$ cat src/source/core_pkg.sv
package core_pkg;

  localparam int imem_depth = 64;
  localparam int pc_width = $clog2(imem_depth);

  // cycles from the halt decode until the last write-back
  localparam int drain_cycles = 2;
  localparam int drain_width = $clog2(drain_cycles + 1);

  localparam int count_width = 16;

  typedef enum logic [1:0] {
    st_idle  = 2'd0,
    st_run   = 2'd1,
    st_drain = 2'd2
  } run_state_e;

endpackage

$ cat src/source/isa_pkg.sv
package isa_pkg;

  localparam int instr_width = 32;
  localparam int data_width = 32;

  // instruction fields
  localparam int opcode_msb = 31;
  localparam int opcode_lsb = 26;
  localparam int rs_lsb = 21;
  localparam int rt_lsb = 16;
  localparam int rd_lsb = 11;
  localparam int imm_width = 16;

  localparam int reg_addr_width = 5;
  localparam int num_regs = 32;

  typedef enum logic [5:0] {
    op_nop  = 6'h00,
    op_add  = 6'h01,
    op_sub  = 6'h02,
    op_and  = 6'h03,
    op_or   = 6'h04,
    op_xor  = 6'h05,
    op_addi = 6'h08,
    op_halt = 6'h3f
  } opcode_e;

endpackage

$ cat src/source/cpu_top.sv
`timescale 1ns/1ns

module cpu_top (
  input  logic clk,
  input  logic rst_n,
  input  logic start,
  input  logic imem_we,
  input  logic [core_pkg::pc_width-1:0] imem_addr,
  input  logic [isa_pkg::instr_width-1:0] imem_data,
  output logic busy,
  output logic wb_valid,
  output logic [isa_pkg::reg_addr_width-1:0] wb_addr,
  output logic [isa_pkg::data_width-1:0] wb_data,
  output logic done,
  output logic [core_pkg::count_width-1:0] cycle_count
);

  logic fetch_en, clear_pc, drain_start, drain_done, halt_seen;
  logic [isa_pkg::instr_width-1:0] instr;
  logic instr_valid;
  logic [isa_pkg::reg_addr_width-1:0] rs_addr, rt_addr;
  logic [isa_pkg::data_width-1:0] rs_data, rt_data;
  isa_pkg::opcode_e ex_op;
  logic [isa_pkg::data_width-1:0] ex_a, ex_b;
  logic [isa_pkg::reg_addr_width-1:0] ex_rs, ex_rt_src, ex_dst;
  logic ex_uses_imm, ex_write;

  run_control run_control_i (
    .clk(clk), .rst_n(rst_n), .start(start), .halt_seen(halt_seen),
    .drain_done(drain_done), .fetch_en(fetch_en), .clear_pc(clear_pc),
    .drain_start(drain_start), .busy(busy)
  );

  run_timer run_timer_i (
    .clk(clk), .rst_n(rst_n), .busy(busy), .drain_start(drain_start),
    .drain_done(drain_done), .done(done), .cycle_count(cycle_count)
  );

  fetch_stage fetch_stage_i (
    .clk(clk), .rst_n(rst_n), .fetch_en(fetch_en), .clear_pc(clear_pc),
    .imem_we(imem_we), .imem_addr(imem_addr), .imem_data(imem_data),
    .instr(instr), .instr_valid(instr_valid)
  );

  decode_stage decode_stage_i (
    .clk(clk), .rst_n(rst_n), .instr(instr), .instr_valid(instr_valid),
    .halt_seen(halt_seen), .rs_addr(rs_addr), .rt_addr(rt_addr),
    .rs_data(rs_data), .rt_data(rt_data), .ex_op(ex_op), .ex_a(ex_a), .ex_b(ex_b),
    .ex_rs(ex_rs), .ex_rt_src(ex_rt_src), .ex_dst(ex_dst),
    .ex_uses_imm(ex_uses_imm), .ex_write(ex_write)
  );

  register_file register_file_i (
    .clk(clk), .rst_n(rst_n), .wb_valid(wb_valid), .wb_addr(wb_addr),
    .wb_data(wb_data), .rs_addr(rs_addr), .rt_addr(rt_addr),
    .rs_data(rs_data), .rt_data(rt_data)
  );

  execute_stage execute_stage_i (
    .clk(clk), .rst_n(rst_n), .ex_op(ex_op), .ex_a(ex_a), .ex_b(ex_b),
    .ex_rs(ex_rs), .ex_rt_src(ex_rt_src), .ex_dst(ex_dst),
    .ex_uses_imm(ex_uses_imm), .ex_write(ex_write),
    .wb_valid(wb_valid), .wb_addr(wb_addr), .wb_data(wb_data)
  );

endmodule

$ cat src/source/decode_stage.sv
`timescale 1ns/1ns

module decode_stage (
  input  logic clk,
  input  logic rst_n,
  input  logic [isa_pkg::instr_width-1:0] instr,
  input  logic instr_valid,
  output logic halt_seen,
  output logic [isa_pkg::reg_addr_width-1:0] rs_addr,
  output logic [isa_pkg::reg_addr_width-1:0] rt_addr,
  input  logic [isa_pkg::data_width-1:0] rs_data,
  input  logic [isa_pkg::data_width-1:0] rt_data,
  output isa_pkg::opcode_e ex_op,
  output logic [isa_pkg::data_width-1:0] ex_a,
  output logic [isa_pkg::data_width-1:0] ex_b,
  output logic [isa_pkg::reg_addr_width-1:0] ex_rs,
  output logic [isa_pkg::reg_addr_width-1:0] ex_rt_src,
  output logic [isa_pkg::reg_addr_width-1:0] ex_dst,
  output logic ex_uses_imm,
  output logic ex_write
);

  isa_pkg::opcode_e op;
  logic [isa_pkg::reg_addr_width-1:0] rd;
  logic [isa_pkg::reg_addr_width-1:0] dst;
  logic [isa_pkg::imm_width-1:0] imm;
  logic [isa_pkg::data_width-1:0] imm_ext;
  logic uses_imm;
  logic writes;
  logic dec_write;

  ////////////////////////////////////////////////////////////////////////////
  // field split

  assign op = isa_pkg::opcode_e'(instr[isa_pkg::opcode_msb:isa_pkg::opcode_lsb]);
  assign rs_addr = instr[isa_pkg::rs_lsb +: isa_pkg::reg_addr_width];
  assign rt_addr = instr[isa_pkg::rt_lsb +: isa_pkg::reg_addr_width];
  assign rd = instr[isa_pkg::rd_lsb +: isa_pkg::reg_addr_width];
  assign imm = instr[isa_pkg::imm_width-1:0];
  assign imm_ext = {{(isa_pkg::data_width - isa_pkg::imm_width){1'b0}}, imm};

  assign halt_seen = instr_valid && (op == isa_pkg::op_halt);

  ////////////////////////////////////////////////////////////////////////////
  // control decode

  always_comb begin
    uses_imm = 1'b0;
    dst = rd;
    writes = 1'b0;
    case (op)
      isa_pkg::op_add, isa_pkg::op_sub, isa_pkg::op_and,
      isa_pkg::op_or, isa_pkg::op_xor: begin
        writes = 1'b1;
      end
      isa_pkg::op_addi: begin
        uses_imm = 1'b1;
        dst = rt_addr;
        writes = 1'b1;
      end
      // nop, halt and unknown codes
      default: writes = 1'b0;
    endcase
  end

  assign dec_write = instr_valid && writes && (dst != '0);

  ////////////////////////////////////////////////////////////////////////////
  // decode to execute register

  always_ff @(posedge clk) begin
    if (!rst_n) begin
      ex_op <= isa_pkg::op_nop;
      ex_write <= 1'b0;
    end else begin
      // no-write slots (halt included) travel on as bubbles
      ex_op <= dec_write ? op : isa_pkg::op_nop;
      ex_write <= dec_write;
    end
  end

  always_ff @(posedge clk) begin
    ex_a <= rs_data;
    ex_b <= uses_imm ? imm_ext : rt_data;
    ex_rs <= rs_addr;
    ex_rt_src <= rt_addr;
    ex_dst <= dst;
    ex_uses_imm <= uses_imm;
  end

endmodule

$ cat src/source/execute_stage.sv
`timescale 1ns/1ns

module execute_stage (
  input  logic clk,
  input  logic rst_n,
  input  isa_pkg::opcode_e ex_op,
  input  logic [isa_pkg::data_width-1:0] ex_a,
  input  logic [isa_pkg::data_width-1:0] ex_b,
  input  logic [isa_pkg::reg_addr_width-1:0] ex_rs,
  input  logic [isa_pkg::reg_addr_width-1:0] ex_rt_src,
  input  logic [isa_pkg::reg_addr_width-1:0] ex_dst,
  input  logic ex_uses_imm,
  input  logic ex_write,
  output logic wb_valid,
  output logic [isa_pkg::reg_addr_width-1:0] wb_addr,
  output logic [isa_pkg::data_width-1:0] wb_data
);

  logic fwd_a;
  logic fwd_b;
  logic [isa_pkg::data_width-1:0] op_a;
  logic [isa_pkg::data_width-1:0] op_b;
  logic [isa_pkg::data_width-1:0] result;

  ////////////////////////////////////////////////////////////////////////////
  // forwarding from the write-back register

  assign fwd_a = wb_valid && (wb_addr == ex_rs);
  // ex_b already holds the immediate for addi
  assign fwd_b = wb_valid && (wb_addr == ex_rt_src) && !ex_uses_imm;

  assign op_a = fwd_a ? wb_data : ex_a;
  assign op_b = fwd_b ? wb_data : ex_b;

  ////////////////////////////////////////////////////////////////////////////
  // alu

  always_comb begin
    case (ex_op)
      isa_pkg::op_add:  result = op_a + op_b;
      isa_pkg::op_addi: result = op_a + op_b;
      isa_pkg::op_sub:  result = op_a - op_b;
      isa_pkg::op_and:  result = op_a & op_b;
      isa_pkg::op_or:   result = op_a | op_b;
      isa_pkg::op_xor:  result = op_a ^ op_b;
      default:          result = '0;
    endcase
  end

  // write-back register
  always_ff @(posedge clk) begin
    if (!rst_n) begin
      wb_valid <= 1'b0;
    end else begin
      wb_valid <= ex_write;
    end
  end

  always_ff @(posedge clk) begin
    wb_addr <= ex_dst;
    wb_data <= result;
  end

endmodule

$ cat src/source/fetch_stage.sv
`timescale 1ns/1ns

module fetch_stage (
  input  logic clk,
  input  logic rst_n,
  input  logic fetch_en,
  input  logic clear_pc,
  input  logic imem_we,
  input  logic [core_pkg::pc_width-1:0] imem_addr,
  input  logic [isa_pkg::instr_width-1:0] imem_data,
  output logic [isa_pkg::instr_width-1:0] instr,
  output logic instr_valid
);

  logic [isa_pkg::instr_width-1:0] imem [core_pkg::imem_depth];
  logic [core_pkg::pc_width-1:0] pc;

  // program load port
  always_ff @(posedge clk) begin
    if (imem_we) begin
      imem[imem_addr] <= imem_data;
    end
  end

  always_ff @(posedge clk) begin
    if (!rst_n) begin
      pc <= '0;
      instr_valid <= 1'b0;
    end else begin
      instr_valid <= fetch_en;
      if (clear_pc) begin
        pc <= '0;
      end else if (fetch_en) begin
        pc <= pc + 1;
      end
    end
  end

  // fetch register
  always_ff @(posedge clk) begin
    if (fetch_en) begin
      instr <= imem[pc];
    end
  end

endmodule

$ cat src/source/register_file.sv
`timescale 1ns/1ns

module register_file (
  input  logic clk,
  input  logic rst_n,
  input  logic wb_valid,
  input  logic [isa_pkg::reg_addr_width-1:0] wb_addr,
  input  logic [isa_pkg::data_width-1:0] wb_data,
  input  logic [isa_pkg::reg_addr_width-1:0] rs_addr,
  input  logic [isa_pkg::reg_addr_width-1:0] rt_addr,
  output logic [isa_pkg::data_width-1:0] rs_data,
  output logic [isa_pkg::data_width-1:0] rt_data
);

  logic [isa_pkg::data_width-1:0] regs [isa_pkg::num_regs];

  // r0 reads zero and a same-cycle write passes straight through
  function automatic logic [isa_pkg::data_width-1:0] read_port(
    input logic [isa_pkg::reg_addr_width-1:0] addr
  );
    if (addr == '0) begin
      return '0;
    end else if (wb_valid && (wb_addr == addr)) begin
      return wb_data;
    end
    return regs[addr];
  endfunction

  always_ff @(posedge clk) begin
    if (!rst_n) begin
      for (int i = 0; i < isa_pkg::num_regs; i++) begin
        regs[i] <= '0;
      end
    end else if (wb_valid && (wb_addr != '0)) begin
      regs[wb_addr] <= wb_data;
    end
  end

  always_comb begin
    rs_data = read_port(rs_addr);
    rt_data = read_port(rt_addr);
  end

endmodule

$ cat src/source/run_control.sv
`timescale 1ns/1ns

module run_control (
  input  logic clk,
  input  logic rst_n,
  input  logic start,
  input  logic halt_seen,
  input  logic drain_done,
  output logic fetch_en,
  output logic clear_pc,
  output logic drain_start,
  output logic busy
);

  core_pkg::run_state_e state;
  core_pkg::run_state_e state_next;

  always_ff @(posedge clk) begin
    if (!rst_n) begin
      state <= core_pkg::st_idle;
    end else begin
      state <= state_next;
    end
  end

  always_comb begin
    state_next = state;
    fetch_en = 1'b0;
    clear_pc = 1'b0;
    drain_start = 1'b0;
    case (state)
      core_pkg::st_idle: begin
        // start outside idle is dropped
        if (start) begin
          state_next = core_pkg::st_run;
          clear_pc = 1'b1;
        end
      end
      core_pkg::st_run: begin
        fetch_en = !halt_seen;
        if (halt_seen) begin
          state_next = core_pkg::st_drain;
          drain_start = 1'b1;
        end
      end
      core_pkg::st_drain: begin
        if (drain_done) begin
          state_next = core_pkg::st_idle;
        end
      end
      default: state_next = core_pkg::st_idle;
    endcase
  end

  assign busy = (state != core_pkg::st_idle);

endmodule

$ cat src/source/run_timer.sv
`timescale 1ns/1ns

module run_timer (
  input  logic clk,
  input  logic rst_n,
  input  logic busy,
  input  logic drain_start,
  output logic drain_done,
  output logic done,
  output logic [core_pkg::count_width-1:0] cycle_count
);

  logic busy_d;
  logic [core_pkg::drain_width-1:0] drain_cnt;
  logic [core_pkg::count_width-1:0] run_cnt;

  always_ff @(posedge clk) begin
    if (!rst_n) begin
      busy_d <= 1'b0;
      drain_cnt <= '0;
      run_cnt <= '0;
    end else begin
      busy_d <= busy;
      // first busy cycle is already one cycle of the run
      if (busy && !busy_d) begin
        run_cnt <= 1;
      end else if (busy) begin
        run_cnt <= run_cnt + 1;
      end
      if (drain_start) begin
        drain_cnt <= core_pkg::drain_cycles[core_pkg::drain_width-1:0];
      end else if (drain_cnt != '0) begin
        drain_cnt <= drain_cnt - 1;
      end
    end
  end

  assign drain_done = (drain_cnt == 1);
  assign done = drain_done;

  // count through the current cycle
  assign cycle_count = run_cnt + 1;

endmodule

$ cat config.mk
export PLATFORM = sky130hd
export DESIGN_NAME = cpu_top
export DESIGN_NICKNAME = d
export VERILOG_FILES = /design/src/source/core_pkg.sv /design/src/source/isa_pkg.sv /design/src/source/cpu_top.sv /design/src/source/decode_stage.sv /design/src/source/execute_stage.sv /design/src/source/fetch_stage.sv /design/src/source/register_file.sv /design/src/source/run_control.sv /design/src/source/run_timer.sv
export SDC_FILE = /design/constraint.sdc
export NUM_CORES = 2
export LEC_CHECK = 0
export BUFFER_PORTS_ARGS = -buffer_cell sky130_fd_sc_hd__buf_4
export CAP_MARGIN = 30
export CORE_MARGIN = 1
export CORE_UTILIZATION = 60
export DETAILED_ROUTE_END_ITERATION = 7
export PLACE_DENSITY = 0.73
export SLEW_MARGIN = 40
export SYNTH_ARGS = -nofsm -noshare
export SYNTH_HDL_FRONTEND = slang
export SYNTH_HIERARCHICAL = 1
export SYNTH_SLANG_ARGS = --single-unit
$ cat constraint.sdc
create_clock -name clk -period 14.3 [get_ports clk]
set_input_delay 2.86 -clock clk [delete_from_list [all_inputs] [get_ports clk]]
set_output_delay 2.86 -clock clk [all_outputs]
set_load 0.05 [all_outputs]
==> impl_metrics.ini <==
[power]
p_leak_nw = 53.3
finalPower_mw = 20.8
ir_drop_v = 0.000138
powerDensity_nw_per_um2 = 130

[global_routing]
grt_pass1_wl_um = 595000
grt_max_degree = 99
grt-ovfl-total = 0
antenna_found_initial = 13
track_usage_pct = 34.6
first_global_vias = 83300

[clocking]
h-tree-depth = 5
cts_buffers = 343
cts-root-buf = clkbuf_16
clockBufferDepth = 4
clkLatencyLatePin_ns = 0.99
ctsHoldBuffers = 0
cts_tree = done
post_cts_buffers = 0
cts_resized = 0
clk_pin_slew_ns = 0.07
numClockSinks = 3257

[synth]
synth-main-ff-cell = edfxtp_1
yosysUniqueCellTypes = 93
synth_area_sq_um = 144000
syn_avg_cell_area_sq_um = 17.1
async_reset_ff_share_pct = 0
yosysWarnings = 6
yosysSeqAreaShare_pct = 66.6
syn_inst = 8467
synth-edff-count = 3104
synth_seq_cells = 3257

[floorplanning]
start_util_pct = 60.6
dieArea_sq_um = 243000
dieWidth_um = 493
ioPinCount = 98
core_region_area_sq_um = 239000
die_h_um = 493
rows = 179

[sta]
finClkSkew_ns = 0.0715
post-route-period-util_pct = 41.3
layout_min_cycle_time_ns = 5.91
setup_slack_ns = 8.39
relSlewSlack_pct = 37.2
setup_viol_count_final = 0
rsz0062_at_grt = no
tightest_slew_ns = 0.942
finalHoldViolCount = 0
timing.fmax_mhz = 169
tns_ns = 0
whs_ns = 0.312
drv_slew = 0

[critical_path]
path_delay_family = compound AO/OA/AOI/OAI gates
crit_path_end_kind = flip-flop
path_cells = xor2_1 -> nor4_2 -> nand4b_4 -> buf_6 -> or3_1 -> a21boi_0 -> a21oi_1 -> xnor2_1 -> ha_1 -> and4_1 -> and3_1 -> a22o_1 -> a21oi_1 -> a31oi_1 -> a31oi_1 -> o2111ai_1 -> o31ai_1 -> xnor2_1 -> o21ai_1
critPathBufInv = 1
crit_slowest_cell = dfxtp_1
critPathRequiredTime_ns = 15.11
path_class = reg2reg
critPathMaxStageDelay_ns = 0.79
start_kind = flip-flop
cp_data_arrival_time_ns = 6.73
path_max_fanout = 61

[status]
status = complete, but fails checks
violations = design-rule violations

[placement]
port_buffers = 97
hpwl_um = 238000
place_ws_ns = 7.60
globalplace.congestion = 0.883

[detailed_routing]
vias_per_cell = 6.95
ant_nets = 0
drtIter0Drc = 11000
wl_per_cell_um = 35.0
firstDrtPassIters = 8
vias = 83300
drt-total-wl_um = 420000
drc = 2

[cells_and_area]
synthToLayoutAreaGrowth_pct = 11.0
final_nets = 8694
layout-drive-gt1-share_pct = 22.5

[hold_path]
min_path_type = reg2reg

[job]
cap_violations = 0
==> power breakdown <==
part           switching (mW)  total [mW]  internal [mW]
combinational           0.930        1.51          0.582
clock                    3.61        8.58           4.97
sequential              0.106        10.7           10.6
==> final timing paths <==
check	depth (start not counted)	endpoint	slack, ns	startpoint
worst min register to register	0	execute_stage_i/wb_addr[3]	0.31	decode_stage_i/ex_dst[3]
worst min-delay path	0	execute_stage_i/wb_addr[3]	0.31	decode_stage_i/ex_dst[3]
worst max register to register	19	execute_stage_i/wb_data[31]	8.39	execute_stage_i/wb_addr[4]
worst max-delay path	19	execute_stage_i/wb_data[31]	8.39	execute_stage_i/wb_addr[4]
==> layer usage <==
metal  track usage (%)  routed length [um]  vias up
li1                  -                   -    33700
met1              44.0              146000    42800
met2              56.1              203000     5488
met3              6.12               41200     1230
met4              20.5               29100       12
met5                 0                  69        -
==> cell usage in the layout (no fill, tap or decap), types with 93 or more instances in the layout <==
cell,count
a21oi_1,184
a22oi_1,102
and2_1,1019
buf_4,344
clkbuf_16,349
dfxtp_1,143
edfxtp_1,3104
ha_1,97
mux2_2,94
mux2i_1,558
mux4_2,843
nand2_1,208
nor2_1,134
o21ai_0,93
==> synthesized netlist by cell type (30+ instances only) <==
library cell	n	area, sq um
a211oi_1	53	398
a21oi_1	184	921
a221o_1	31	310
a221oi_1	64	561
a22o_1	44	385
a22oi_1	102	766
a31oi_1	30	188
and2_1	1021	6390
buf_1	39	146
buf_2	151	756
buf_4	50	375
buf_6	50	563
clkbuf_1	379	1420
dfxtp_1	153	3060
edfxtp_1	3104	93200
ha_1	97	1210
inv_1	90	338
mux2_2	94	1060
mux2i_1	558	5590
mux4_2	843	19000
nand2_1	209	785
nand3_1	77	385
nor2_1	233	875
nor3_1	61	305
o211ai_1	52	390
o21ai_0	124	621
o221ai_1	54	473
o22ai_1	76	475
xnor2_1	67	587
xor2_1	38	333
==> metrics by stage <==
stage | area, sq um | utilization (%) | std cells
final | 160000 | 67.2 | 12000
after global routing | 160000 | 67.2 | 12000
after CTS | 160000 | 67.2 | 12000
after detailed placement | 150000 | 62.7 | 11400
after global placement | 149000 | 62.5 | 11400
after floorplan | 145000 | - | 8499
==> final cells by class <==
| type | count | area, sq um |
|---|---|---|
| inverters | 105 | 399 |
| well taps | 3167 | 3960 |
| clock buffers | 432 | 9060 |
| diodes | 9 | 22.5 |
| fillers | 15600 | 78100 |
| clock inverters | 161 | 1520 |
| multi-input cells | 4464 | 45800 |
| flip-flops and latches | 3257 | 96300 |
| repair buffers | 383 | 3290 |
==> kinds of logic after synthesis <==
kind of cell    Yosys count  share of synthesized area, %
mux                    1498                          17.8
compound gates          966                          4.64
flops                  3257                          66.6
buf+inv                 778                          2.57
other cells               2                       0.00520
fa+ha+maj                98                         0.854
simple gates           1762                          6.86
xor+xnor                106                         0.648
==> sequential cells by signal, indices dropped and copies added, names as in the netlist, 6 cells and up <==
register and count:
decode_stage_i/ex_a 32, decode_stage_i/ex_b 32, decode_stage_i/ex_op 6, execute_stage_i/wb_data 32, fetch_stage_i/imem 2048, fetch_stage_i/instr 32, fetch_stage_i/pc 6, register_file_i/regs 1024
run_timer_i/run_cnt 16
Power figures use the tool's default switching activity.
